[config.mk]
export PLATFORM = sky130hd
export DESIGN_NAME = fetch_stage
export DESIGN_NICKNAME = d
export VERILOG_FILES = /design/src/common/mips_pkg.sv /design/src/fetch/fetch_stage.sv
export VERILOG_INCLUDE_DIRS = /design/src /design/src/common
export SDC_FILE = /design/constraint.sdc
export NUM_CORES = 2
export LEC_CHECK = 0
export ABC_AREA = 1
export BUFFER_PORTS_ARGS = -buffer_cell sky130_fd_sc_hd__buf_2
export CORE_MARGIN = 3
export CORE_UTILIZATION = 45
export DETAILED_ROUTE_END_ITERATION = 6
export SLEW_MARGIN = 10
export SYNTH_ARGS = -nofsm -noshare
export SYNTH_HDL_FRONTEND = slang
export SYNTH_SLANG_ARGS = --single-unit
[constraint.sdc]
create_clock -name clk -period 7.5 [get_ports clk]
set_input_delay 0.375 -clock clk [delete_from_list [all_inputs] [get_ports clk]]
set_output_delay 0.375 -clock clk [all_outputs]
set_load 0.01 [all_outputs]
[src/common/mips_cfg.svh]
`ifndef MIPS_CFG_SVH
`define MIPS_CFG_SVH

//////////////////////////////
// memory sizes
//////////////////////////////

// instruction memory, 2**IMEM_AW words
`define IMEM_AW 6

// data memory, 2**DMEM_AW words
`define DMEM_AW 6

//////////////////////////////
// fetch
//////////////////////////////

// first fetch address after reset
`define RESET_PC 32'h0000_0000

`endif

[src/common/mips_pkg.sv]
package mips_pkg;

    //////////////////////////////
    // encodings
    //////////////////////////////

    // primary opcode field, instr[31:26]
    typedef enum logic [5:0] {
        op_rtype = 6'h00,
        op_j     = 6'h02,
        op_beq   = 6'h04,
        op_bne   = 6'h05,
        op_addi  = 6'h08,
        op_lw    = 6'h23,
        op_sw    = 6'h2b
    } opcode_t;

    typedef enum logic [2:0] {
        alu_add = 3'd0,
        alu_sub = 3'd1,
        alu_and = 3'd2,
        alu_or  = 3'd3,
        alu_slt = 3'd4
    } alu_op_t;

    typedef struct packed {
        logic    reg_write;
        logic    mem_read;
        logic    mem_write;
        logic    alu_src_imm;
        logic    dst_rt;
        alu_op_t alu_op;
    } ctrl_t;

    //////////////////////////////
    // stage payloads
    //////////////////////////////

    typedef struct packed {
        logic        valid;
        logic [31:0] pc_plus4;
        logic [31:0] instr;
    } if_id_t;

    typedef struct packed {
        logic        valid;
        ctrl_t       ctrl;
        logic [4:0]  rs;
        logic [4:0]  rt;
        logic [4:0]  dst;
        logic [31:0] rs_data;
        logic [31:0] rt_data;
        logic [31:0] imm;
    } id_ex_t;

    typedef struct packed {
        logic        valid;
        ctrl_t       ctrl;
        logic [4:0]  dst;
        logic [31:0] alu_result;
        logic [31:0] store_data;
    } ex_mem_t;

    typedef struct packed {
        logic        valid;
        logic        reg_write;
        logic        mem_to_reg;
        logic [4:0]  dst;
        logic [31:0] alu_result;
        logic [31:0] load_data;
    } mem_wb_t;

    //////////////////////////////
    // events and load port
    //////////////////////////////

    typedef struct packed {
        logic        valid;
        logic [4:0]  rd;
        logic [31:0] data;
    } wb_event_t;

    // addr is a word address
    typedef struct packed {
        logic        valid;
        logic [31:0] addr;
        logic [31:0] data;
    } store_event_t;

    typedef struct packed {
        logic        valid;
        logic [31:0] addr;
        logic [31:0] instr;
    } imem_load_t;

endpackage

[src/fetch/fetch_stage.sv]
`timescale 1ns/1ps
`include "mips_cfg.svh"

module fetch_stage import mips_pkg::*; (
    input  logic        clk,
    input  logic        rst_n,
    input  imem_load_t  imem_load,
    input  logic        pc_hold,
    input  logic        redirect,
    input  logic [31:0] redirect_pc,
    output if_id_t      if_id
);

    logic [31:0] imem [2**`IMEM_AW];
    logic [31:0] pc;
    logic [31:0] pc_plus4;
    logic [31:0] pc_next;

    // program load only while the core sits in reset
    always_ff @(posedge clk) begin
        if (!rst_n && imem_load.valid) begin
            imem[imem_load.addr[`IMEM_AW-1:0]] <= imem_load.instr;
        end
    end

    assign pc_plus4 = pc + 32'd4;

    // decode never redirects while it stalls
    always_comb begin
        if (redirect) begin
            pc_next = redirect_pc;
        end else if (pc_hold) begin
            pc_next = pc;
        end else begin
            pc_next = pc_plus4;
        end
    end

    always_ff @(posedge clk) begin
        if (!rst_n) begin
            pc <= `RESET_PC;
        end else begin
            pc <= pc_next;
        end
    end

    always_comb begin
        if_id.valid    = 1'b1;
        if_id.pc_plus4 = pc_plus4;
        if_id.instr    = imem[pc[`IMEM_AW+1:2]];
    end

endmodule

After elaboration in Yosys (flattened, before gate mapping)
Memories as Yosys holds them, arrays and structs flattened. A register that Yosys moved wholly into a read port is not among the register bits.
Cells that the tools add are included.
- output and inout bits: 65
- latch bits: 0
- bits in read-only memories: 0
- input port bits: 101
- memories: 1
- RAM bits: 2048
- logic and storage cells: 12
- register bits: 32
- memory list (name ; words ; width ; read ports ; clocked after memory_dff ; write ports ; RTL line ; text):
    imem ; 64 ; 32 ; 1 ; 1 ; 1 ; fetch_stage.sv:14 ; logic [31:0] imem [2**`IMEM_AW];
- $lt $le $gt $ge: 0
- multiplexer cells: 6
- bitwise operators: 0
- equal/unequal tests: 1
- shift-type cells: 0
- reductions and logical operators: 2
- $add $sub $neg: 1
- divide/modulo/power cells: 0
- $mul: 0
- operators with widths (cell ; number):
    32-bit two-way mux ; 2
    32-bit by 3-bit adder with 32-bit output (second input constant) ; 1
    6-bit two-way mux ; 2
    1-bit two-way mux ; 2
    2-bit by 1-bit != test with 1-bit output (second input constant) ; 1
    1-bit logical AND ; 1
    1-bit logical NOT ; 1

Depth between registers and ports, before layout
- depth after elaboration: 5
- depth in mapped cells: 13
- gate-level depth less buffers: 10

Worst setup path before layout
OpenSTA, ideal clock, no wires.
- kind: input to register
- start: input port imem_load[64] (netlist name)
- end: memory imem[48][0], enable pin
- path slack: 2.988 ns
- arrival: 4.010 ns
- cell stages on the path: 4
- path buffers: 0
- required time: 6.998 ns
- library setup time: 0.502 ns
- cells stage by stage: inv_1 nor2_2 nand4_1 nor4_1
- word-level cells in the longest chain between the ends: 3
- ends and longest elaborated chain (element ; RTL line ; text):
    start, declared ; fetch_stage.sv:7 ; input imem_load_t imem_load,
    1-bit logical AND ; fetch_stage.sv:21 ; if (!rst_n && imem_load.valid) begin
    1-bit two-way mux ; fetch_stage.sv:21 ;
    1-bit two-way mux ; fetch_stage.sv:22 ; imem[imem_load.addr[`IMEM_AW-1:0]] <= imem_load.instr;
    end, declared ; fetch_stage.sv:14 ;
Every way passes these cells.

==> metrics <==
largest net degree at the start of global routing 207; H-tree Lvls 4; DRC viols 0; total of max-cap violations 0; Slew Viols, Final 0; post-route cell area 0.09435 mm^2; FMAX 195.7 MHz; compound-cell area share of the yosys netlist 0.3635%; EDFF count, synth 2048; CTS tree done; first-pass iteration count of the detailed router 6; post-synth top area cell edfxtp_1; FF-to-FF path depth 8; Synth top area share 72.93%; Die Height 438.9 um; most frequent cell after synthesis nand2_1; Reg2Reg Capture Point pc[12]; Hold Crit Depth 3; Worst EP required 7.12 ns; worst vdd ir 0.0001863 V; critical path class reg -> out; Place WS 3.423 ns; Area Overhead vs Synth 11.89%; syn_area_per_cell 11.88 um^2; number of I/O pins 166; Area contributors post-synth edfxtp_1 (73%), nand3_1 (11%), nand2_1 (11%); Core ar. 0.1858 mm^2; outcome finished clean; Detail Route Antenna Nets 0; Non-Filler Instances 9805; Worst Hold End pc[9]; placed inst area 0.08742 mm^2; crit start category flip-flop; sequential-to-total area share from yosys stat 73.83%; crit path DAT 4.74 ns; num rows 158; DIE WIDTH 438.9 um; Async SR Flop Fraction 0%; post-cts sizing count 0; detailed router's first-iteration violation count 5707; slew margin rel. 13.34%; worst slew pin tran 1.300 ns; reg-to-reg setup timing slack 5.63 ns; Detail Placement HPWL 113600 um; Via Count 54733; vias per cell 5.582; GRT Total Usage 23.43%; total congestion overflow 0; number of I/O port buffers 138; Adder-Cell Fraction of Synth Area 0.01484%; Hold Vio Cnt, Final 0; Post-Syn Instances 7098; min cycle time layout 5.111 ns; CTS buffer count 207; first-pass GRT wire length 338100 um; worst r2r src pc[2]; #FFs+latches synth 2086; Hold Crit Class in -> reg; clock latency on the worst-skew pair 0.83 ns; gpl congestion 0.8434; Reg clk slew, reported paths 0.06 ns; syn nets 7200; clk_skew 0.007994 ns; Hold Startpoint redirect; predominant post-synthesis flop cell edfxtp_1; post-synthesis mux area share 0%; standby leakage power 0.03295 uW; overall die area 0.1926 mm^2; clock sink total 2086; pwr dens 261.0 mW/mm^2; hold buffer count at CTS 36; CP Max Fanout 206; critical path capture point type output pin; Nets 7244; WHS 0.09918 ns; Avg WL per Cell 23.37 um; layout cell share with drive strength beyond 1 8.532%; Post-Synth Simple-Gate Area 22.67%; vias in the first global route 51416; Post-Synth XOR/XNOR Area 0.1454%; Synth cell types 26; initial antenna violation count 15; Initial Utilization 45.38%; Post-Syn Area 0.08433 mm^2; CTS max path bufs 3; synth cell count leaders nand2_1 (2364), edfxtp_1 (2048), nand3_1 (1930); Final setup viols 0; Post-CTS Setup Bufs 0; setup TNS 0 ns; RSZ-0062 raised after global routing false; period utilization 68.15%; dpl cells 9376; CTS root buf clkbuf_16; final WL 229200 um; Setup WS post-layout 2.389 ns; largest family of logic cells by synthesized area simple AND/OR/NAND/NOR gates; YS warnings 0
[worst max-delay path by stage]
stage | start | endpoint
floorplan | imem_load[64] | imem[48][0]
global placement | flip-flop | if_id[22]
detailed placement | flip-flop | if_id[22]
CTS | flip-flop | if_id[22]
global route | flip-flop | if_id[22]
finish | flip-flop | if_id[18]
[worst max-delay path: stages, from the launching register on]
cell and delay, ns:
dfxtp_4 0.49, buf_12 0.50, buf_4 0.98, nand2_1 0.11
nand3_1 0.13, nand3_1 0.09, nand3_1 0.13, nand3_1 0.12
nand2_1 0.10, nand2_1 0.13, nand2_1 0.37, buf_2 0.21
[layout make-up]
class	instances	area (um^2)
fill	15922	91480
sequential	2086	62280
multi-input combinational	4504	20040
clock buffer	257	5419
tap	2480	3103
timing repair buffer	297	2187
clock inverter	124	1089
inverter	46	210.2
antenna	11	27.53
[sequential cells by signal, summed over array words and instances (netlist names), named ones only]
register / cells
imem: 2048
pc: 32
[logic make-up after synthesis]
logic type | Yosys count
AO/OA/AOI/OAI | 55
buffers and inverters | 508
adder cells (fa/ha/maj) | 1
XOR/XNOR | 14
other | 1
flip-flops | 2086
AND/OR/NAND/NOR | 4433
[metrics by stage]
stage	utilization (%)	power [uW]
2_1_floorplan	-	14190
3_3_place_gp	47.05	14880
3_5_place_dp	47.05	14900
4_1_cts	50.74	24770
5_1_grt	50.77	25410
6_report	50.77	24630
[report_power, final]
group	switching, uW	internal, uW	total, uW
logic	1330	456	1790
clock network	4380	5580	9950
registers	37.0	12900	12900
[metal layers]
| metal | vias to the layer above | GRT usage (%) | wire, um |
|---|---|---|---|
| li1 | 25258 | - | - |
| met1 | 27107 | 32.41 | 96030 |
| met2 | 1992 | 38.52 | 110800 |
| met3 | 374 | 2.930 | 15350 |
| met4 | 2 | 7.824 | 7006 |
| met5 | - | 0 | 13 |
[placed cells by master (no fill, tap or decap), types with 6 or more instances in the layout]
master	instances
clkinv_2	43
xor2_1	11
edfxtp_1	2048
clkinv_1	53
diode_2	11
nor2_4	56
bufinv_16	13
clkbuf_16	208
nand4_1	10
dfxtp_1	32
nand3_1	1930
nor4_2	8
inv_1	40
dlygate4sd3_1	36
a31oi_1	7
o21ai_0	21
buf_4	109
clkinv_8	6
nor2_1	56
nand2_1	2364
buf_2	136
a21oi_1	21
buf_12	15
clkbuf_1	46
a22o_1	6
Note: power is estimated with default switching activity, not from simulation.
