--- src/common/mips_cfg.svh ---
`ifndef MIPS_CFG_SVH
`define MIPS_CFG_SVH

//////////////////////////////
// memory sizes
//////////////////////////////

// instruction memory, 2**IMEM_AW words
`define IMEM_AW 6

// data memory, 2**DMEM_AW words
`define DMEM_AW 6

//////////////////////////////
// fetch
//////////////////////////////

// first fetch address after reset
`define RESET_PC 32'h0000_0000

`endif

--- src/common/mips_pkg.sv ---
package mips_pkg;

    //////////////////////////////
    // encodings
    //////////////////////////////

    // primary opcode field, instr[31:26]
    typedef enum logic [5:0] {
        op_rtype = 6'h00,
        op_j     = 6'h02,
        op_beq   = 6'h04,
        op_bne   = 6'h05,
        op_addi  = 6'h08,
        op_lw    = 6'h23,
        op_sw    = 6'h2b
    } opcode_t;

    typedef enum logic [2:0] {
        alu_add = 3'd0,
        alu_sub = 3'd1,
        alu_and = 3'd2,
        alu_or  = 3'd3,
        alu_slt = 3'd4
    } alu_op_t;

    typedef struct packed {
        logic    reg_write;
        logic    mem_read;
        logic    mem_write;
        logic    alu_src_imm;
        logic    dst_rt;
        alu_op_t alu_op;
    } ctrl_t;

    //////////////////////////////
    // stage payloads
    //////////////////////////////

    typedef struct packed {
        logic        valid;
        logic [31:0] pc_plus4;
        logic [31:0] instr;
    } if_id_t;

    typedef struct packed {
        logic        valid;
        ctrl_t       ctrl;
        logic [4:0]  rs;
        logic [4:0]  rt;
        logic [4:0]  dst;
        logic [31:0] rs_data;
        logic [31:0] rt_data;
        logic [31:0] imm;
    } id_ex_t;

    typedef struct packed {
        logic        valid;
        ctrl_t       ctrl;
        logic [4:0]  dst;
        logic [31:0] alu_result;
        logic [31:0] store_data;
    } ex_mem_t;

    typedef struct packed {
        logic        valid;
        logic        reg_write;
        logic        mem_to_reg;
        logic [4:0]  dst;
        logic [31:0] alu_result;
        logic [31:0] load_data;
    } mem_wb_t;

    //////////////////////////////
    // events and load port
    //////////////////////////////

    typedef struct packed {
        logic        valid;
        logic [4:0]  rd;
        logic [31:0] data;
    } wb_event_t;

    // addr is a word address
    typedef struct packed {
        logic        valid;
        logic [31:0] addr;
        logic [31:0] data;
    } store_event_t;

    typedef struct packed {
        logic        valid;
        logic [31:0] addr;
        logic [31:0] instr;
    } imem_load_t;

endpackage

--- src/execute/execute_stage.sv ---
`timescale 1ns/1ps

module execute_stage import mips_pkg::*; (
    input  id_ex_t      id_ex,
    input  ex_mem_t     ex_mem_q,
    input  mem_wb_t     mem_wb_q,
    input  logic [31:0] wb_data,
    output ex_mem_t     ex_mem
);

    logic [31:0] op_a;
    logic [31:0] fwd_b;
    logic [31:0] op_b;
    logic [31:0] result;

    // newest producer first, r0 never forwarded
    function automatic logic [31:0] forward(
        input logic [4:0]  src,
        input logic [31:0] reg_data,
        input ex_mem_t     em,
        input mem_wb_t     mw,
        input logic [31:0] mw_data
    );
        if (src != 5'd0 && em.valid && em.ctrl.reg_write && em.dst == src) begin
            return em.alu_result;
        end else if (src != 5'd0 && mw.valid && mw.reg_write && mw.dst == src) begin
            return mw_data;
        end
        return reg_data;
    endfunction

    assign op_a  = forward(id_ex.rs, id_ex.rs_data, ex_mem_q, mem_wb_q, wb_data);
    assign fwd_b = forward(id_ex.rt, id_ex.rt_data, ex_mem_q, mem_wb_q, wb_data);
    assign op_b  = id_ex.ctrl.alu_src_imm ? id_ex.imm : fwd_b;

    //////////////////////////////
    // alu
    //////////////////////////////

    always_comb begin
        case (id_ex.ctrl.alu_op)
            alu_add: result = op_a + op_b;
            alu_sub: result = op_a - op_b;
            alu_and: result = op_a & op_b;
            alu_or:  result = op_a | op_b;
            alu_slt: result = ($signed(op_a) < $signed(op_b)) ? 32'd1 : 32'd0;
            default: result = op_a + op_b;
        endcase
    end

    always_comb begin
        ex_mem.valid      = id_ex.valid;
        ex_mem.ctrl       = id_ex.ctrl;
        ex_mem.dst        = id_ex.dst;
        ex_mem.alu_result = result;
        // sw data follows the same forwarding as rt
        ex_mem.store_data = fwd_b;
    end

endmodule

--- config.mk ---
export PLATFORM = sky130hd
export DESIGN_NAME = execute_stage
export DESIGN_NICKNAME = d
export VERILOG_FILES = /design/src/common/mips_cfg.svh /design/src/common/mips_pkg.sv /design/src/execute/execute_stage.sv
export SDC_FILE = /design/constraint.sdc
export NUM_CORES = 1
export LEC_CHECK = 0
export BUFFER_PORTS_ARGS = -buffer_cell sky130_fd_sc_hd__buf_2
export CAP_MARGIN = 20
export CORE_AREA = 2 2 148 150
export DETAILED_ROUTE_END_ITERATION = 6
export DIE_AREA = 0 0 150 152
export GPL_ROUTABILITY_DRIVEN = 1
export PLACE_DENSITY = 0.67
export SYNTH_ARGS = -nofsm -noshare
export SYNTH_HDL_FRONTEND = slang
export SYNTH_SLANG_ARGS = --single-unit
--- constraint.sdc ---
create_clock -name vclk -period 13.3
set_clock_uncertainty 0.2 [all_clocks]
set_input_delay 1.995 -clock vclk [all_inputs]
set_output_delay 1.995 -clock vclk [all_outputs]
set_load 0.01 [all_outputs]
=== After elaboration in Yosys (flattened, before gate mapping) ===
Index checks and enable logic that the tools add are counted.

* Bits in registers: 0
* Input port bits: 302
* Output and inout port bits: 78

* Add/subtract/negate cells: 2
* Magnitude comparators: 1
* Eq/ne operators: 8
* Mux-type cells: 13
* Bitwise operators: 2
* Reduce and logical (&&, ||, !) cells: 14

{| class="wikitable"
|+ Operator list
! kind !! number
|-
| 32-bit 2-to-1 mux || 7
|-
| 32-bit case mux with 4 select lines || 1
|-
| 32-bit adder || 1
|-
| 32-bit bitwise AND || 1
|-
| 32-bit less-than comparator || 1
|-
| 32-bit bitwise OR || 1
|-
| 32-bit subtractor || 1
|-
| 5-bit equality test || 4
|-
| 1-bit logical AND || 12
|-
| 5-bit nonzero test || 2
|-
| 3-bit by 2-bit equality test with 1-bit output, second input constant || 2
|-
| 1-bit 2-to-1 mux || 5
|-
| 3-bit by 1-bit equality test with 1-bit output, second input constant || 1
|-
| 3-bit equality test, second input constant || 1
|}

=== Depth between registers and ports, before layout ===
* Depth after elaboration: 11
* Gate-level depth with buffers: 19
* Depth with buffers taken out: 18

=== Least setup slack after synthesis ===
Ideal clock, no wire load.

* Path kind: input-to-output
* Start point: input port id_ex[102] (netlist bit)
* End point: output port ex_mem[48] (netlist bit)
* Arrival: 5.942 ns
* Slack: 5.163 ns
* Cell stages on the path: 19
* Buffers on the path: 1
* Cells stage by stage: or4_1 -> nor2_1 -> nor3_1 -> buf_2 -> mux2i_1 -> o21ai_0 -> mux2_2 -> ha_1 -> inv_1 -> fa_1 -> nor2b_1 -> o211ai_1 -> a31oi_1 -> o21ai_0 -> o211a_1 -> nand2_1 -> o21ai_0 -> or2_2 -> o32ai_1

{| class="wikitable"
|+ RTL lines
! what !! RTL line !! source
|-
| start, declared || execute_stage.sv:4 || <nowiki>input id_ex_t id_ex,</nowiki>
|-
| end, declared || execute_stage.sv:8 || <nowiki>output ex_mem_t ex_mem</nowiki>
|}

==> flow_metrics.tcl <==
set metrics [dict create \
    min_period_ps 9048 \
    initialDrtViolationCount 723 \
    nets 1677 \
    overflow 0 \
    final_core_utilization_pct 40.38 \
    grtUsageTotal_pct 24.23 \
    yosysWarnings 0 \
    ant_nets 0 \
    fmax_mhz 110.5 \
    fp.dieW_um 150 \
    setup_viol 0 \
    crit_required_ps 11100 \
    postPlaceCellArea_um2 8597 \
    ys_seq_area_share_pct 0 \
    yosysTopAreaCell "ha_1" \
    rows 54 \
    seqCellArea_um2 0 \
    grt-busiest-layer "met2" \
    synth_cell_types 81 \
    hold_ws_ps 3790 \
    met3_usage_pct 5.976 \
    holdBufCountCts 0 \
    status "complete, no violations" \
    vdd.ir_drop.worst_uv 14.67 \
    path_cells "buf_2 > or4_1 > nor2_1 > nor3_2 > buf_4 > mux2i_1 > o21ai_0 > ha_1 > a21oi_1 > o21ai_0 > nor3_1 > nand3_1 > a31oi_2 > o21ai_1 > a311o_1 > o2111a_1 > a31oi_1 > buf_2" \
    post_cts_buffers 0 \
    endpoint_kind "output pin" \
    drc 0 \
    slew_violations 0 \
    via_count 8657 \
    gpl.final_weighted_congestion 0.9653 \
    nFlopsAndLatches 0 \
    final.setup.tns_ps 0 \
    critical_path_class "in2out" \
    dieArea_um2 22800 \
    cp-start-kind "input port" \
    drive_gt1_share_pct 26.26 \
    syn_to_final_growth_pct 19.86 \
    dr.pass1.iters 5 \
    n_clock_buffer 0 \
    min_period_over_period_pct 68.03 \
    power_uw 453.0 \
    cpPeakStageDelay_ps 570 \
    rsz0062_at_grt "false" \
    syn_avg_cell_area_um2 6.691 \
    max-cap-violations 0 \
    grt_max_degree 65 \
    fin_area_um2 8622 \
    cts_resized 0 \
    multi_input_area_um2 6507 \
    worst-path-buf-inv 3 \
    synth_area_um2 7193 \
    use_met2_pct 37.81 \
    die_h_um 152 \
    critPathMaxFanout 32 \
    synthTopCellsByCount "nand2_1 (113), ha_1 (103), inv_1 (100)" \
    leakage_uw 0.003880 \
    hpwl_um 24020 \
    ys_top_cells_by_area "ha_1 (18%), mux2i_1 (10%), o21ai_0 (6.8%)" \
    powerDensity_nw_per_um2 52.54 \
    grt_pass1_vias 8013 \
    worstMarginPinSlew_ps 1061 \
    synth_top_area_share_pct 17.92 \
    avgViaCountPerCell 5.556 \
    post-synth-top-count-cell "nand2_1" \
    port-buffer-count 256 \
    arrival_ps 6850 \
    hold_violations 0 \
    relSlewSlack_pct 29.29 \
    grt_pass1_wl_um 44330 \
    io_pins 380 \
    fillCellCount 2253 \
    syn_inst 1075 \
    hp-class "in2out" \
    core_area_um2 21350 \
    antenna_found_initial 13 \
    crit_slowest_cell "o21ai_0" \
    initial_core_util_pct 33.69 \
    synth_nets 1482 \
    wire_per_inst_um 18.66 \
    crit_family "compound AO/OA/AOI/OAI gates" \
    grtUsageMet1_pct 33.43 \
    wl_um 29070 \
]
-- through the flow --
stage	instances	setup WS, ps
floorplan	1075	5163
global placement	1548	4313
detailed placement	1548	4331
CTS	1548	4292
global route	1551	3966
finish	1558	4252
-- cell families after synthesis --
family | count (synthesis) | synth area share [%]
and+or+nand+nor | 307 | 19.67
xor gates and xnor gates | 35 | 4.262
adders and majority gates | 105 | 18.47
AOI/OAI and AO/OA | 355 | 33.35
buffers and inverters | 175 | 10.18
muxes | 98 | 14.07
-- power by group --
group / internal, uW / switching [uW]
Clock: 0.000101 / 0
Combinational: 179 / 274
Sequential: 0 / 0
-- cell type report --
cell class,instances,share of cell area [%]
antenna,10,0.2902
multi-input combinational,900,75.48
timing repair buffer,266,15.73
inverter,102,4.441
tap,280,4.063
-- placed cells by master, fill, tap and decap left out, types with 6 or more instances in the layout --
cell / instances
nand4_1: 8
buf_2: 256
o221ai_1: 14
a221oi_1: 7
nor3_1: 13
o21ai_0: 98
inv_1: 100
nor2_1: 88
mux2i_1: 73
nand2_1: 113
a221o_1: 16
o2111ai_1: 6
a21oi_1: 85
buf_4: 10
nand2b_1: 14
nand3_1: 20
o211ai_1: 11
o21bai_1: 10
diode_2: 10
ha_1: 103
o21ai_1: 9
xnor2_1: 29
a31oi_1: 10
or2_2: 7
o22ai_1: 10
o21a_1: 13
mux2_2: 25
nor2b_1: 14
-- metal layers --
metal	vias to the layer above	wire length [um]
met1	3953	12980
met5	-	13
met4	2	668
met3	48	3104
li1	4248	-
met2	406	12300
-- worst paths after layout --
path | startpoint | to | depth (start not counted)
worst min-delay path | id_ex[96] | ex_mem[64] | 0
worst max-delay path | id_ex[107] | ex_mem[59] | 18
(Power assumes the default switching activity.)
