==> src/common/mips_cfg.svh <==
`ifndef MIPS_CFG_SVH
`define MIPS_CFG_SVH

//////////////////////////////
// memory sizes
//////////////////////////////

// instruction memory, 2**IMEM_AW words
`define IMEM_AW 6

// data memory, 2**DMEM_AW words
`define DMEM_AW 6

//////////////////////////////
// fetch
//////////////////////////////

// first fetch address after reset
`define RESET_PC 32'h0000_0000

`endif

==> src/common/mips_pkg.sv <==
package mips_pkg;

    //////////////////////////////
    // encodings
    //////////////////////////////

    // primary opcode field, instr[31:26]
    typedef enum logic [5:0] {
        op_rtype = 6'h00,
        op_j     = 6'h02,
        op_beq   = 6'h04,
        op_bne   = 6'h05,
        op_addi  = 6'h08,
        op_lw    = 6'h23,
        op_sw    = 6'h2b
    } opcode_t;

    typedef enum logic [2:0] {
        alu_add = 3'd0,
        alu_sub = 3'd1,
        alu_and = 3'd2,
        alu_or  = 3'd3,
        alu_slt = 3'd4
    } alu_op_t;

    typedef struct packed {
        logic    reg_write;
        logic    mem_read;
        logic    mem_write;
        logic    alu_src_imm;
        logic    dst_rt;
        alu_op_t alu_op;
    } ctrl_t;

    //////////////////////////////
    // stage payloads
    //////////////////////////////

    typedef struct packed {
        logic        valid;
        logic [31:0] pc_plus4;
        logic [31:0] instr;
    } if_id_t;

    typedef struct packed {
        logic        valid;
        ctrl_t       ctrl;
        logic [4:0]  rs;
        logic [4:0]  rt;
        logic [4:0]  dst;
        logic [31:0] rs_data;
        logic [31:0] rt_data;
        logic [31:0] imm;
    } id_ex_t;

    typedef struct packed {
        logic        valid;
        ctrl_t       ctrl;
        logic [4:0]  dst;
        logic [31:0] alu_result;
        logic [31:0] store_data;
    } ex_mem_t;

    typedef struct packed {
        logic        valid;
        logic        reg_write;
        logic        mem_to_reg;
        logic [4:0]  dst;
        logic [31:0] alu_result;
        logic [31:0] load_data;
    } mem_wb_t;

    //////////////////////////////
    // events and load port
    //////////////////////////////

    typedef struct packed {
        logic        valid;
        logic [4:0]  rd;
        logic [31:0] data;
    } wb_event_t;

    // addr is a word address
    typedef struct packed {
        logic        valid;
        logic [31:0] addr;
        logic [31:0] data;
    } store_event_t;

    typedef struct packed {
        logic        valid;
        logic [31:0] addr;
        logic [31:0] instr;
    } imem_load_t;

endpackage

==> src/memory/data_mem.sv <==
`timescale 1ns/1ps
`include "mips_cfg.svh"

module data_mem import mips_pkg::*; (
    input  logic         clk,
    input  ex_mem_t      ex_mem_q,
    output logic [31:0]  load_data,
    output store_event_t store_event
);

    logic [31:0]         mem [2**`DMEM_AW];
    logic [`DMEM_AW-1:0] word_addr;
    logic                store;

    // byte address in, low two bits dropped
    assign word_addr = ex_mem_q.alu_result[`DMEM_AW+1:2];
    assign store     = ex_mem_q.valid && ex_mem_q.ctrl.mem_write;

    always_ff @(posedge clk) begin
        if (store) begin
            mem[word_addr] <= ex_mem_q.store_data;
        end
    end

    assign load_data = mem[word_addr];

    always_comb begin
        store_event.valid = store;
        store_event.addr  = {2'b00, ex_mem_q.alu_result[31:2]};
        store_event.data  = ex_mem_q.store_data;
    end

endmodule

==> config.mk <==
export PLATFORM = sky130hd
export DESIGN_NAME = data_mem
export DESIGN_NICKNAME = d
export VERILOG_FILES = /design/src/common/mips_pkg.sv /design/src/memory/data_mem.sv
export VERILOG_INCLUDE_DIRS = /design/src /design/src/common
export SDC_FILE = /design/constraint.sdc
export NUM_CORES = 2
export LEC_CHECK = 0
export ABC_AREA = 1
export BUFFER_PORTS_ARGS = -buffer_cell sky130_fd_sc_hd__buf_2
export CORE_UTILIZATION = 30
export CTS_CLUSTER_DIAMETER = 200
export CTS_CLUSTER_SIZE = 16
export DETAILED_ROUTE_END_ITERATION = 8
export SLEW_MARGIN = 20
export SYNTH_ARGS = -nofsm -noshare
export SYNTH_HDL_FRONTEND = slang
export SYNTH_SLANG_ARGS = --single-unit
==> constraint.sdc <==
create_clock -name clk -period 6.85 [get_ports clk]
set_input_delay 1.37 -clock clk [delete_from_list [all_inputs] [get_ports clk]]
set_output_delay 1.37 -clock clk [all_outputs]
set_load 0.02 [all_outputs]
Yosys cells after proc, flatten, opt, wreduce, memory -nomap -nowiden. Memories as Yosys holds them, arrays and structs flattened. Cells that the tools add are included.

Equal/unequal tests: 0. Divide/modulo/power cells: 0. Reductions and logical operators: 1. Add/subtract/negate cells: 0. $mul: 0. Shift operators: 0. Mux-type cells: 2. Bitwise logic cells: 0. $lt $le $gt $ge: 0.

Operators with widths (number): $mux W1 (2); $logic_and A1 B1 Y1 (1).

Logic and storage cells: 4. Memories kept: 1. Bits in registers: 0. Latch bits: 0. Output and inout port bits: 97. Memory bits (read-only): 0. RAM bits: 2048.

Memories: mem (words 64, width 32, read ports 1, clocked after Yosys merged registers in 0, wr ports 1, line data_mem.sv:11) `` logic [31:0] mem [2**`DMEM_AW]; ``.

Longest topological paths before layout.
Depth in word-level cells: 3. Gate-level depth with buffers: 15. Gate-level depth less buffers: 11.

Worst setup path after synthesis. No wires, ideal clock.

Kind: input -> register. From: input port ex_mem_q[35] (netlist name). To: memory mem[40][0] (enable). Path buffers: 2. Data arrival time: 5.206 ns. Setup time: 0.502 ns. Data required time: 6.348 ns. Stages on the path: 5. Setup slack: 1.143 ns. Cell sequence: buf_2 -> buf_2 -> nor2_1 -> inv_1 -> nor4_1.

RTL lines: from (decl) (line data_mem.sv:6) `input ex_mem_t ex_mem_q,`; to (decl) (line data_mem.sv:11).

Straight into the memory's write port.

Worst setup path in the final report.
From: input port ex_mem_q[34] (netlist name). To: output port load_data[21].

Longest elaborated chain between the ends: 1.

RTL lines: $mem_v2 Z64 W32; to (decl) (line data_mem.sv:7) `output logic [31:0] load_data,`.

Every way passes these cells.

==> metrics.txt <==
# TYPE chip_impl_metric gauge
chip_impl_metric{name="fin_crit_sh",unit="%"} 84.89
chip_impl_metric{name="synth-edff-count",unit=""} 2048
chip_impl_metric{name="grtUsageTotal",unit="%"} 16.58
chip_impl_metric{name="drt-pass1-iter-count",unit=""} 6
chip_impl_metric{name="synth.yosys.seq_area_share",unit="%"} 70.63
chip_impl_metric{name="placement.io_buffers",unit=""} 111
chip_impl_metric{name="clock_tree.buffer_depth",unit=""} 3
chip_impl_metric{name="die-area",unit="µm²"} 292400
chip_impl_info{name="critPathMostFrequentCell",value="sky130_fd_sc_hd__nand2_1"} 1
chip_impl_metric{name="setup_total_negative_slack",unit="ns"} 0
chip_impl_info{name="synth.cells.most_frequent",value="sky130_fd_sc_hd__nand2_1, sky130_fd_sc_hd__edfxtp_1, sky130_fd_sc_hd__buf_2"} 1
chip_impl_info{name="setup.worst_path.end_class",value="primary output"} 1
chip_impl_info{name="largest_registers",value="mem (2048)"} 1
chip_impl_metric{name="globalRoute.totalOverflow",unit=""} 0
chip_impl_metric{name="netlist_instances",unit=""} 8474
chip_impl_metric{name="total_leakage_power",unit="µW"} 0.03893
chip_impl_info{name="routed.top_layer",value="met5"} 1
chip_impl_info{name="grt_setup_unrepaired",value="no"} 1
chip_impl_metric{name="cts_htree_levels",unit=""} 4
chip_impl_info{name="dominantRegCellSynth",value="sky130_fd_sc_hd__edfxtp_1"} 1
chip_impl_metric{name="synth_cell_type_count",unit=""} 24
chip_impl_metric{name="syn-mean-instance-area",unit="µm²"} 10.27
chip_impl_metric{name="area.growth.synth_to_final",unit="%"} 9.675
chip_impl_metric{name="synth-adder-area-share",unit="%"} 0
chip_impl_info{name="clockRootBuffer",value="sky130_fd_sc_hd__clkbuf_16"} 1
chip_impl_metric{name="synth-async-reset-ratio",unit="%"} 0
chip_impl_metric{name="post_drt_via_cell_ratio",unit=""} 4.661
chip_impl_metric{name="layout.filler_cells",unit=""} 28686
chip_impl_metric{name="clk_pin_slew_worst_paths",unit="ns"} 0.07
chip_impl_metric{name="ir_drop",unit="µV"} 250.0
chip_impl_metric{name="p_sw_share",unit="%"} 23.19
chip_impl_metric{name="cts-hold-fix-buffers",unit=""} 0
chip_impl_metric{name="routed-wl-met3",unit="µm"} 16580
chip_impl_metric{name="die_height",unit="µm"} 540.7
chip_impl_info{name="outcome",value="complete, no violations"} 1
chip_impl_metric{name="post_synth_instance_area",unit="µm²"} 87070
chip_impl_metric{name="power.clock.fraction",unit="%"} 34.0
chip_impl_metric{name="synth_top_area_share",unit="%"} 70.63
chip_impl_metric{name="cts.sink_count",unit=""} 2048
chip_impl_metric{name="met2_wirelength",unit="µm"} 118400
chip_impl_metric{name="period_needed",unit="ns"} 5.815
chip_impl_info{name="timing.critical_path.from_type",value="input port"} 1
chip_impl_metric{name="cts.repair_timing.setup_buffer_count",unit=""} 0
chip_impl_info{name="max_flop_register",value="mem"} 1
chip_impl_info{name="cts_tree",value="built"} 1
chip_impl_metric{name="maximum_number_of_pins_on_one_net_before_global_route_repair",unit=""} 168
chip_impl_metric{name="timing.critical_path.arrival",unit="ns"} 4.45
chip_impl_metric{name="drv_cap",unit=""} 0
chip_impl_metric{name="place_congestion",unit=""} 0.8235
chip_impl_metric{name="dr_total_vias",unit=""} 57045
chip_impl_metric{name="die_w",unit="µm"} 540.7
chip_impl_metric{name="final_layout_size_suffix_gt1_share",unit="%"} 6.463
chip_impl_metric{name="grt_first_pass_wirelength",unit="µm"} 359600
chip_impl_metric{name="synth-seq-cells",unit=""} 2048
chip_impl_metric{name="power.density",unit="nW/µm²"} 246.6
chip_impl_metric{name="drv_slew",unit=""} 0
chip_impl_info{name="crit_path_top_delay_cell",value="sky130_fd_sc_hd__nor2_1"} 1
chip_impl_metric{name="cts_resized",unit=""} 0
chip_impl_metric{name="synth_mux_area_share",unit="%"} 0
chip_impl_info{name="path_class",value="in2out"} 1
chip_impl_metric{name="antenna_found_initial",unit=""} 10
chip_impl_metric{name="yosysWarnings",unit=""} 0
chip_impl_metric{name="transition_at_the_pin_with_the_smallest_max_transition_slack",unit="ns"} 1.131
chip_impl_metric{name="regArea",unit="µm²"} 61500
chip_impl_metric{name="power.share.combinational",unit="%"} 7.2
chip_impl_metric{name="worst_ep_required_time",unit="ns"} 5.48
chip_impl_metric{name="rows",unit=""} 197
chip_impl_metric{name="number_of_endpoints_with_negative_hold_slack_in_the_final_report",unit=""} 0
chip_impl_metric{name="synth-compound-area-share",unit="%"} 0.08335
chip_impl_metric{name="totalWireLength",unit="µm"} 246800
chip_impl_info{name="crit_chain",value="buf_8, inv_8, buf_12, nand2_1, nand2_1, nand2_1, nand2_1, nand2_1, nand2_1, nand2_1, nand2_1, nor2_1, nand2_1, buf_2"} 1
chip_impl_metric{name="boundaryPins",unit=""} 176
chip_impl_info{name="synth_top_family_by_area",value="simple AND/OR/NAND/NOR gates"} 1
chip_impl_metric{name="num-nets-final",unit=""} 8515
chip_impl_metric{name="drt_iter0_drc",unit=""} 5806
chip_impl_metric{name="post_synthesis_xor_xnor_area_fraction",unit="%"} 0
chip_impl_metric{name="post-route-drc-count",unit=""} 0
chip_impl_metric{name="drt-met1-wl",unit="µm"} 103700
chip_impl_metric{name="timing.critical_path.slowest_cell_delay",unit="ns"} 0.48
chip_impl_metric{name="multi_input_area",unit="µm²"} 22830
chip_impl_metric{name="hpwlAfterDp",unit="µm"} 136600
chip_impl_metric{name="largest_register_ff_count",unit=""} 2048
chip_impl_info{name="synthTopCellsByArea",value="sky130_fd_sc_hd__edfxtp_1, sky130_fd_sc_hd__nand2_1, sky130_fd_sc_hd__buf_6"} 1
chip_impl_metric{name="setup_viol",unit=""} 0
chip_impl_metric{name="synth_simple_gate_area_share",unit="%"} 25.58
chip_impl_metric{name="maxClockFrequency",unit="MHz"} 172.0
chip_impl_metric{name="critPathMaxFanout",unit=""} 109
chip_impl_metric{name="floorplan.core_area",unit="µm²"} 288400
chip_impl_metric{name="finalCoreUtilization",unit="%"} 33.11
chip_impl_metric{name="slew_headroom",unit="%"} 24.45
chip_impl_info{name="synth_top_area_cell",value="sky130_fd_sc_hd__edfxtp_1"} 1
chip_impl_info{name="worstSetupStartpoint",value="ex_mem_q[34]"} 1
chip_impl_metric{name="cts_made_buffers",unit=""} 145
chip_impl_metric{name="floorplan.initialDensity",unit="%"} 30.19
chip_impl_info{name="worst_hold_path_type",value="in2reg"} 1
chip_impl_metric{name="detail-route-antenna-nets",unit=""} 0
chip_impl_metric{name="internal_power",unit="µW"} 18090
chip_impl_info{name="yosysMostFrequentCell",value="sky130_fd_sc_hd__nand2_1"} 1
chip_impl_metric{name="netSwitchingPower",unit="µW"} 5459
chip_impl_metric{name="via_count_of_the_first_global_routing_pass",unit=""} 53878
chip_impl_metric{name="drt-wirelength-per-cell",unit="µm"} 20.17
chip_impl_info{name="hold_path_startpoint",value="ex_mem_q[21]"} 1
chip_impl_metric{name="power.share.sequential",unit="%"} 58.7
chip_impl_metric{name="holdPathStages",unit=""} 1
## layout by cell type, fill, tap and decap left out, drive strengths merged
cell,instances
nand2,5729
edfxtp,2048
buf,300
clkbuf,149
nor2,137
inv,37
nand3,13
diode,9
nor3,8
o21ai,7
or2,6
o211ai,5
clkinv,3
nor4,2
nand4,2
conb,2
## worst max-delay path: cells and delay by family
kind	cells	cell delay (ns)
buffers and inverters	4	1.34
and+or+nand+nor	10	1.44
## stage by stage
stage	worst slack (ns)	cell area, µm²	hold slack [ns]	total power (µW)	cells
CTS	1.050	95450	0.9217	23690	12228
detailed placement	1.052	91590	1.790	15810	12069
global placement	1.067	91560	1.789	15790	12068
global route	0.9099	95470	0.9425	24240	12230
floorplan	1.143	87070	1.469	15130	8475
finish	1.035	95490	0.9407	23540	12238
## power by group through the flow
stage	Combinational (µW)	Sequential, µW	Clock [µW]
after detailed placement	1700	14100	0
after global routing	1870	13800	8540
after CTS	1710	13800	8150
after floorplan	1020	14100	0
final	1700	13800	8010
after global placement	1680	14100	0
## routing by layer
metal	GRT usage, %	up-vias
met5	0	-
met4	5.633	4
met3	2.424	351
met2	28.03	1825
met1	21.69	27798
li1	-	27067
## path summary, 6_finish.rpt
check | slack, ns | endpoint
hold / removal | 0.94 | mem[15][21]
setup / recovery | 1.03 | load_data[21]
## cell type report
class                           count  area share (%)
Inverter                           30          0.1559
Clock inverter                     10          0.1428
Multi-Input combinational cell   5911           23.91
Antenna cell                        9         0.02358
Clock buffer                      149           3.905
Sequential cell                  2048           64.40
Tap cell                         3781           4.954
Timing Repair Buffer              300           2.505
## cell families after synthesis
logic type	count (synthesis)
AND/OR/NAND/NOR	5897
other	1
flip-flops	2048
buffers and inverters	516
AO/OA/AOI/OAI	12
No activity file was read; power rests on OpenSTA's default activity.
