File: config.mk
export PLATFORM = sky130hd
export DESIGN_NAME = decode_stage
export DESIGN_NICKNAME = d
export VERILOG_FILES = /design/src/common/mips_cfg.svh /design/src/common/mips_pkg.sv /design/src/decode/decode_stage.sv /design/src/decode/reg_file.sv
export SDC_FILE = /design/constraint.sdc
export NUM_CORES = 2
export LEC_CHECK = 0
export BUFFER_PORTS_ARGS = -buffer_cell sky130_fd_sc_hd__buf_2
export CORE_MARGIN = 2
export CORE_UTILIZATION = 47
export DETAILED_ROUTE_END_ITERATION = 10
export PLACE_DENSITY = 0.61
export SLEW_MARGIN = 30
export SYNTH_ARGS = -nofsm -noshare
export SYNTH_HDL_FRONTEND = slang
export SYNTH_HIERARCHICAL = 1
export SYNTH_SLANG_ARGS = --single-unit
File: constraint.sdc
create_clock -name clk -period 4.53 [get_ports clk]
set_clock_uncertainty 0.05 [all_clocks]
set_input_delay 0.453 -clock clk [delete_from_list [all_inputs] [get_ports clk]]
set_output_delay 0.453 -clock clk [all_outputs]
set_load 0.005 [all_outputs]
File: src/common/mips_cfg.svh
`ifndef MIPS_CFG_SVH
`define MIPS_CFG_SVH

//////////////////////////////
// memory sizes
//////////////////////////////

// instruction memory, 2**IMEM_AW words
`define IMEM_AW 6

// data memory, 2**DMEM_AW words
`define DMEM_AW 6

//////////////////////////////
// fetch
//////////////////////////////

// first fetch address after reset
`define RESET_PC 32'h0000_0000

`endif

File: src/common/mips_pkg.sv
package mips_pkg;

    //////////////////////////////
    // encodings
    //////////////////////////////

    // primary opcode field, instr[31:26]
    typedef enum logic [5:0] {
        op_rtype = 6'h00,
        op_j     = 6'h02,
        op_beq   = 6'h04,
        op_bne   = 6'h05,
        op_addi  = 6'h08,
        op_lw    = 6'h23,
        op_sw    = 6'h2b
    } opcode_t;

    typedef enum logic [2:0] {
        alu_add = 3'd0,
        alu_sub = 3'd1,
        alu_and = 3'd2,
        alu_or  = 3'd3,
        alu_slt = 3'd4
    } alu_op_t;

    typedef struct packed {
        logic    reg_write;
        logic    mem_read;
        logic    mem_write;
        logic    alu_src_imm;
        logic    dst_rt;
        alu_op_t alu_op;
    } ctrl_t;

    //////////////////////////////
    // stage payloads
    //////////////////////////////

    typedef struct packed {
        logic        valid;
        logic [31:0] pc_plus4;
        logic [31:0] instr;
    } if_id_t;

    typedef struct packed {
        logic        valid;
        ctrl_t       ctrl;
        logic [4:0]  rs;
        logic [4:0]  rt;
        logic [4:0]  dst;
        logic [31:0] rs_data;
        logic [31:0] rt_data;
        logic [31:0] imm;
    } id_ex_t;

    typedef struct packed {
        logic        valid;
        ctrl_t       ctrl;
        logic [4:0]  dst;
        logic [31:0] alu_result;
        logic [31:0] store_data;
    } ex_mem_t;

    typedef struct packed {
        logic        valid;
        logic        reg_write;
        logic        mem_to_reg;
        logic [4:0]  dst;
        logic [31:0] alu_result;
        logic [31:0] load_data;
    } mem_wb_t;

    //////////////////////////////
    // events and load port
    //////////////////////////////

    typedef struct packed {
        logic        valid;
        logic [4:0]  rd;
        logic [31:0] data;
    } wb_event_t;

    // addr is a word address
    typedef struct packed {
        logic        valid;
        logic [31:0] addr;
        logic [31:0] data;
    } store_event_t;

    typedef struct packed {
        logic        valid;
        logic [31:0] addr;
        logic [31:0] instr;
    } imem_load_t;

endpackage

File: src/decode/decode_stage.sv
`timescale 1ns/1ps

module decode_stage import mips_pkg::*; (
    input  logic        clk,
    input  logic        rst_n,
    input  if_id_t      if_id,
    input  id_ex_t      id_ex_q,
    input  ex_mem_t     ex_mem_q,
    input  wb_event_t   wb_event,
    output id_ex_t      id_ex,
    output logic        pc_hold,
    output logic        ifid_hold,
    output logic        ifid_squash,
    output logic        idex_squash,
    output logic        redirect,
    output logic [31:0] redirect_pc
);

    localparam logic [5:0] FUNCT_ADD = 6'h20;
    localparam logic [5:0] FUNCT_SUB = 6'h22;
    localparam logic [5:0] FUNCT_AND = 6'h24;
    localparam logic [5:0] FUNCT_OR  = 6'h25;
    localparam logic [5:0] FUNCT_SLT = 6'h2a;

    opcode_t     opcode;
    logic [5:0]  funct;
    logic [4:0]  rs;
    logic [4:0]  rt;
    logic [4:0]  rd;
    logic [31:0] imm;
    ctrl_t       ctrl;
    logic        is_beq;
    logic        is_bne;
    logic        is_j;
    logic        uses_rs;
    logic        uses_rt;
    logic [31:0] rs_data;
    logic [31:0] rt_data;
    logic [31:0] cmp_a;
    logic [31:0] cmp_b;
    logic        idex_hit;
    logic        exmem_load_hit;
    logic        stall;
    logic        taken;
    logic [31:0] branch_target;
    logic [31:0] jump_target;
    wb_event_t   rf_wr;

    assign opcode = opcode_t'(if_id.instr[31:26]);
    assign funct  = if_id.instr[5:0];
    assign rs     = if_id.instr[25:21];
    assign rt     = if_id.instr[20:16];
    assign rd     = if_id.instr[15:11];
    assign imm    = {{16{if_id.instr[15]}}, if_id.instr[15:0]};

    //////////////////////////////
    // control decode
    //////////////////////////////

    always_comb begin
        ctrl    = '0;
        is_beq  = 1'b0;
        is_bne  = 1'b0;
        is_j    = 1'b0;
        uses_rs = 1'b0;
        uses_rt = 1'b0;
        if (if_id.valid) begin
            case (opcode)
                op_rtype: begin
                    uses_rs        = 1'b1;
                    uses_rt        = 1'b1;
                    ctrl.reg_write = 1'b1;
                    case (funct)
                        FUNCT_ADD: ctrl.alu_op = alu_add;
                        FUNCT_SUB: ctrl.alu_op = alu_sub;
                        FUNCT_AND: ctrl.alu_op = alu_and;
                        FUNCT_OR:  ctrl.alu_op = alu_or;
                        FUNCT_SLT: ctrl.alu_op = alu_slt;
                        // unknown funct acts as a nop
                        default:   ctrl.reg_write = 1'b0;
                    endcase
                end
                op_addi, op_lw: begin
                    uses_rs          = 1'b1;
                    ctrl.reg_write   = 1'b1;
                    ctrl.mem_read    = (opcode == op_lw);
                    ctrl.alu_src_imm = 1'b1;
                    ctrl.dst_rt      = 1'b1;
                end
                op_sw: begin
                    uses_rs          = 1'b1;
                    uses_rt          = 1'b1;
                    ctrl.mem_write   = 1'b1;
                    ctrl.alu_src_imm = 1'b1;
                end
                op_beq, op_bne: begin
                    uses_rs = 1'b1;
                    uses_rt = 1'b1;
                    is_beq  = (opcode == op_beq);
                    is_bne  = (opcode == op_bne);
                end
                op_j: is_j = 1'b1;
                default: ;
            endcase
        end
    end

    // no writes land while the core is held in reset
    always_comb begin
        rf_wr       = wb_event;
        rf_wr.valid = wb_event.valid && rst_n;
    end

    reg_file u_reg_file (
        .clk     (clk),
        .rs      (rs),
        .rt      (rt),
        .wr      (rf_wr),
        .rs_data (rs_data),
        .rt_data (rt_data)
    );

    //////////////////////////////
    // hazards
    //////////////////////////////

    assign idex_hit = id_ex_q.valid && id_ex_q.ctrl.reg_write && (id_ex_q.dst != 5'd0) &&
        ((uses_rs && id_ex_q.dst == rs) || (uses_rt && id_ex_q.dst == rt));

    // load data is not ready in EX/MEM, a branch has to wait one more cycle
    assign exmem_load_hit = ex_mem_q.valid && ex_mem_q.ctrl.mem_read &&
        (ex_mem_q.dst != 5'd0) && ((uses_rs && ex_mem_q.dst == rs) ||
        (uses_rt && ex_mem_q.dst == rt));

    assign stall = (idex_hit && id_ex_q.ctrl.mem_read) ||
        ((is_beq || is_bne) && (idex_hit || exmem_load_hit));

    //////////////////////////////
    // branch and jump
    //////////////////////////////

    assign cmp_a = (ex_mem_q.valid && ex_mem_q.ctrl.reg_write && (rs != 5'd0) &&
        ex_mem_q.dst == rs) ? ex_mem_q.alu_result : rs_data;
    assign cmp_b = (ex_mem_q.valid && ex_mem_q.ctrl.reg_write && (rt != 5'd0) &&
        ex_mem_q.dst == rt) ? ex_mem_q.alu_result : rt_data;

    assign taken = is_j || (is_beq && cmp_a == cmp_b) || (is_bne && cmp_a != cmp_b);

    assign branch_target = if_id.pc_plus4 + {imm[29:0], 2'b00};
    assign jump_target   = {if_id.pc_plus4[31:28], if_id.instr[25:0], 2'b00};

    assign redirect    = taken && !stall;
    assign redirect_pc = is_j ? jump_target : branch_target;
    assign pc_hold     = stall;
    assign ifid_hold   = stall;
    assign idex_squash = stall;
    assign ifid_squash = redirect;

    always_comb begin
        id_ex.valid   = if_id.valid;
        id_ex.ctrl    = ctrl;
        id_ex.rs      = rs;
        id_ex.rt      = rt;
        id_ex.dst     = ctrl.dst_rt ? rt : rd;
        id_ex.rs_data = rs_data;
        id_ex.rt_data = rt_data;
        id_ex.imm     = imm;
    end

endmodule

File: src/decode/reg_file.sv
`timescale 1ns/1ps

module reg_file import mips_pkg::*; (
    input  logic        clk,
    input  logic [4:0]  rs,
    input  logic [4:0]  rt,
    input  wb_event_t   wr,
    output logic [31:0] rs_data,
    output logic [31:0] rt_data
);

    logic [31:0] regs [32];

    // r0 is never stored
    always_ff @(posedge clk) begin
        if (wr.valid && (wr.rd != 5'd0)) begin
            regs[wr.rd] <= wr.data;
        end
    end

    //////////////////////////////
    // read ports
    //////////////////////////////

    // the value being written back shows up in the same cycle
    assign rs_data = (rs == 5'd0)              ? 32'd0   :
                     (wr.valid && wr.rd == rs) ? wr.data :
                                                 regs[rs];

    assign rt_data = (rt == 5'd0)              ? 32'd0   :
                     (wr.valid && wr.rd == rt) ? wr.data :
                                                 regs[rt];

endmodule

# ---- Word-level counts from Yosys, hierarchy flattened
# Memory sizes are Yosys's and may differ from the RTL's.
# Index checks and enable logic that the tools add are counted.
# W data, S select, Z words.
dict set report word_totals {
  ff_bits 0
  ram_bits 1024
  out_inout_bits 157
  word_cells 96
  memories 1
}
# memory words width rd rd_clocked_by_memory_dff write_ports line_no
set memory_table {}
lappend memory_table {u_reg_file.regs 32 32 2 0 1 reg_file.sv:12} ;# logic [31:0] regs [32];
dict set report op_classes {
  addsub 1
  n_eq_ne 19
  n_mux 29
  reduce_logical 46
}
# op count
set op_table {}
lappend op_table {{$mux W32} 7}
lappend op_table {{$eq A6 B6 Y1 const B} 7}
lappend op_table {{$add A32 B32 Y32} 1}
lappend op_table {{$eq A32 B32 Y1} 1}
lappend op_table {{$ne A32 B32 Y1} 1}
lappend op_table {{$eq A5 B5 Y1} 6}
lappend op_table {{$reduce_bool A5 Y1} 5}
lappend op_table {{$logic_and A1 B1 Y1} 24}
lappend op_table {{$mux W1} 17}
lappend op_table {{$eq A6 B3 Y1 const B} 2}
lappend op_table {{$pmux W3 S4} 1}
lappend op_table {{$logic_not A5 Y1} 2}
lappend op_table {{$mux W8} 1}
lappend op_table {{$logic_or A1 B1 Y1} 7}
lappend op_table {{$eq A6 B2 Y1 const B} 1}
lappend op_table {{$eq A6 B4 Y1 const B} 1}
lappend op_table {{$logic_not A6 Y1} 1}
lappend op_table {{$reduce_or A6 Y1} 1}
lappend op_table {{$mux W5} 1}
lappend op_table {{$reduce_or A5 Y1} 1}
lappend op_table {{$reduce_or A2 Y1} 2}
lappend op_table {{$reduce_or A4 Y1} 1}
lappend op_table {{$mux W3} 1}
lappend op_table {{$reduce_or A3 Y1} 1}
lappend op_table {{2 further kinds} 2}

# ---- Longest topological paths before layout
dict set report depth {
  depth_word 12
  ltp_mapped 18
  ltp_nobuf 12
}

# ---- Hierarchy
# The synthesis kept the hierarchy.
# mod instances cells_per_inst area_each_um2 seq_area_each_um2
set by_module_without_submodules {}
lappend by_module_without_submodules {reg_file 1 2524 47951.0 30749.5}
lappend by_module_without_submodules {decode_stage 1 786 4823.4 0.0}

# ---- Worst setup path after synthesis
# OpenSTA, ideal clock, no wires.
dict set report synth_path {
  kind {input to output}
  start {input port if_id[16] (netlist name)}
  end {output port redirect}
  arrival_time_ns 3.436
  required_time_ns 4.027
  path_slack_ns 0.591
  path_stages 16
  path_buffers 4
  path_cell_list {buf_2 -> buf_2 -> buf_2 -> mux4_2 -> a22oi_1 -> nand2_1 -> a22oi_1 -> o21ai_0 -> xnor2_1 -> nor2_1 -> o22ai_1 -> o2111ai_1 -> nor4_2 -> a31o_1 -> nand3_1 -> buf_4}
}
# element line_no
set synth_rtl {}
lappend synth_rtl {{start, declared} decode_stage.sv:6} ;# input if_id_t if_id,
lappend synth_rtl {{end, declared} decode_stage.sv:15} ;# output logic redirect,

# ---- Final worst setup path
dict set report layout_path {
  start {input port if_id[18] (netlist name)}
  end {output port redirect}
}
dict set report layout_via {
  elab_chain_len 10
}
# element line_no
set layout_lines {}
lappend layout_lines {{branches (longest 9 deep; another with $mem_v2 Z32 W32)} n/a}
lappend layout_lines {{$logic_and A1 B1 Y1 (*)} decode_stage.sv:152} ;# assign redirect = taken && !stall;
# Mark *: on every way between the ends.

==> results.cfg <==
[drt]
detail_route.first_pass.iterations = 5
via_per_inst = 6.88
drt_antenna_net_count = 0
number_of_drc_violations_after_detailed_routing_iteration_0 = 5316
totalWireLength_um = 198000
avgRoutedWirePerCell_um = 36.1
post-route-drc-count = 0
vias = 37800

[timing]
final.period_utilization = 1.02
whs_ns = 0.0665
worst_pin_slew_ns = 0.954
finalSetupViolations = 2
timing.final.ws_setup_ns = -0.0808
period_minus_slack_ns = 4.61
grt_setup_unrepaired = yes
relSlewSlack = 0.362
report.final.slew_viol_count = 0
finalHoldViolCount = 0
maxClockFrequency_mhz = 217

[power_and_ir_drop]
static-leakage-power_nw = 22.1
sw_frac_of_total = 0.250
cellInternalPower_w = 0.0171
power.share.combinational = 0.142
p_per_area_nw_per_um2 = 359
share_seq_of_total_power = 0.464
p_clk_frac = 0.394
irDropWorstVdd_mv = 0.292
total_switching_power_w = 0.00569

[die]
floorplan.die.height_um = 339
row_count = 122
floorplan.die.width_um = 339
ios = 460
start_util = 0.476
core_area_um2 = 111000
die-area_um2 = 115000

[yosys]
synthesis.area_um2 = 52800
syn-mean-instance-area_um2 = 15.9
synth.top_cells.by_area = sky130_fd_sc_hd__edfxtp_1 (58%), sky130_fd_sc_hd__mux4_2 (17%), sky130_fd_sc_hd__mux2i_1 (4.0%), sky130_fd_sc_hd__buf_4 (1.1%), sky130_fd_sc_hd__nand2_1 (1.0%)
synth_top_flop_cell = sky130_fd_sc_hd__edfxtp_1
synth_edf_count = 1024
synth_seq_cells = 1024
yosys_warnings = 6
synth.distinct_cells = 83
synth_largest_type_area_fraction = 0.583
synth_sequential_area_ratio = 0.583
synth-async-reset-ratio = 0
synth_top_cell_by_area = sky130_fd_sc_hd__edfxtp_1
synthesized_netlist_cell_count = 3310

[layout]
mostFrequentLayoutCells = sky130_fd_sc_hd__edfxtp_1 (1024), sky130_fd_sc_hd__mux4_2 (409), sky130_fd_sc_hd__buf_4 (359)
largest_register_ffs = 1024
fin_nets = 4243
largest_registers = u_reg_file/regs: 1024 flops
drive_above_1_share = 0.372
regArea_um2 = 30700
multi_input_comb_area_um2 = 20800
most_common_library_cell_in_the_layout_ignoring_fill_and_taps = sky130_fd_sc_hd__edfxtp_1
n_fill_cell = 8530
largest_register = u_reg_file/regs
area_growth_pct = 20.2

[global_route]
grt_start_max_net_pins = 49
antenna_found_initial = 18
overflow = 0
grt_first_pass_wirelength_um = 276000
gr-usage-all-layers = 0.339
via_count_of_the_first_global_routing_pass = 37100

[placed_design]
gpl.final_weighted_congestion = 0.941
io_buffer_count = 309
detailed_place_hpwl_um = 131000
placement.setup.worst_slack_ns = -0.434

[clocking]
cts_inserted_buffers = 105
cts.reportedPaths.clkPinSlew_ns = 0.06
cts.sink_count = 1024
cts_tree = done
cts_max_path_buffers = 3
cts.htree.levels = 3
cts_root_buffer_type = sky130_fd_sc_hd__clkbuf_16

[worst_hold_path]
hp-class = in2reg

[critical_path]
required_ns = 4.03
timing.setup.critical_path_class = in2out
critical_path_peak_fanout = 10
critPathCaptureType = primary output
timing.critical_path.arrival_ns = 4.11
critical_path.startpoint_type = primary input

[job]
max_cap_violations = 0

[run_status]
outcome = complete, but fails checks
failed_checks = setup timing
-- worst max-delay path, stage by stage --
cell                      delay, ns
sky130_fd_sc_hd__buf_6         0.17
sky130_fd_sc_hd__buf_4         0.30
sky130_fd_sc_hd__nor2b_4       0.49
sky130_fd_sc_hd__buf_4         0.29
sky130_fd_sc_hd__buf_4         0.16
sky130_fd_sc_hd__a22oi_1       0.08
sky130_fd_sc_hd__nand2_1       0.09
sky130_fd_sc_hd__a22oi_1       0.07
sky130_fd_sc_hd__o21ai_1       0.28
sky130_fd_sc_hd__nand3_1       0.13
sky130_fd_sc_hd__a31oi_1       0.38
sky130_fd_sc_hd__buf_4         0.18
sky130_fd_sc_hd__o22ai_1       0.10
sky130_fd_sc_hd__nor4_4        0.25
sky130_fd_sc_hd__buf_6         0.17
sky130_fd_sc_hd__a31o_1        0.15
sky130_fd_sc_hd__nand3_2       0.15
sky130_fd_sc_hd__buf_2         0.18
-- cell families (layout without fill, tap and decap cells) --
| logic type | count (synthesis) | count (layout) | share of synthesized area |
|---|---|---|---|
| AO/OA/AOI/OAI | 635 | 635 | 0.0868 |
| AND/OR/NAND/NOR | 507 | 507 | 0.0461 |
| buffers and inverters | 376 | 1034 | 0.0387 |
| other | 1 | 37 | 0.0000711 |
| adder cells (fa/ha/maj) | 30 | 30 | 0.00725 |
| multiplexers | 660 | 660 | 0.226 |
| XOR/XNOR | 77 | 77 | 0.0128 |
| flip-flops | 1024 | 1024 | 0.583 |
-- worst paths after layout --
| path | slack, ns | depth (start not counted) | from | to |
|---|---|---|---|---|
| max | -0.08 | 18 | if_id[18] | redirect |
| min | 0.07 | 1 | wb_event[10] | u_reg_file/regs[31][10] |
-- Yosys cell counts, types with 29 or more instances --
cell                       instances
sky130_fd_sc_hd__a21oi_1          83
sky130_fd_sc_hd__o22ai_1          63
sky130_fd_sc_hd__a221oi_1         35
sky130_fd_sc_hd__a22o_1           44
sky130_fd_sc_hd__nor3_1           71
sky130_fd_sc_hd__nand3_1          47
sky130_fd_sc_hd__mux2i_1         211
sky130_fd_sc_hd__a22oi_1          69
sky130_fd_sc_hd__xnor2_1          49
sky130_fd_sc_hd__ha_1             29
sky130_fd_sc_hd__buf_2            77
sky130_fd_sc_hd__clkbuf_1        103
sky130_fd_sc_hd__edfxtp_1       1024
sky130_fd_sc_hd__buf_4            80
sky130_fd_sc_hd__nor2_1          134
sky130_fd_sc_hd__nand2_1         140
sky130_fd_sc_hd__o21ai_0          69
sky130_fd_sc_hd__a311oi_1         45
sky130_fd_sc_hd__mux4_2          409
sky130_fd_sc_hd__mux2_2           31
sky130_fd_sc_hd__inv_1            75
sky130_fd_sc_hd__o221ai_1         30
-- stage by stage --
stage	power [W]	std cells	cell area (um2)	TNS, ns	utilization
after floorplan	0.0123	3341	52900	0	-
after global placement	0.0138	5276	59100	-0.873	0.533
after detailed placement	0.0138	5276	59200	-0.864	0.533
after CTS	0.0227	5480	63200	-0.00161	0.569
after global routing	0.0233	5490	63400	-0.374	0.572
final	0.0228	5492	63400	-0.158	0.572
-- layout make-up --
cell class                 instances  share of cell area
inverter                          76             0.00450
antenna                            5            0.000197
sequential                      1024               0.485
multi-input combinational       1941               0.328
timing repair buffer             762              0.0977
tap                             1488              0.0293
clock buffer                     124              0.0429
clock inverter                    72              0.0126
-- timing repair --
| action | in CTS | in global routing |
|---|---|---|
| hold endpoints to repair | 0 | 0 |
| setup buffers | 5 | 7 |
| hold buffers | 0 | 0 |
| setup endpoints to repair | 2 | 2 |
| resized for setup | 79 | 39 |
| pin swaps | 12 | 21 |
| cloned | 4 | 1 |
-- power by group through the flow --
stage	logic (W)	registers [W]	clock network, W
finish	0.00324	0.0106	0.00896
global route	0.00340	0.0106	0.00939
CTS	0.00315	0.0106	0.00904
detailed placement	0.00306	0.0108	0
global placement	0.00302	0.0107	0
floorplan	0.00158	0.0107	0
-- layer usage --
metal	wire length, um	part of all wire	global-route usage
met5	89	0.00045	0
met4	9550	0.048	0.144
met2	89700	0.45	0.523
met3	25500	0.13	0.0863
met1	73200	0.37	0.457
Note: power is estimated with default switching activity, not from simulation.
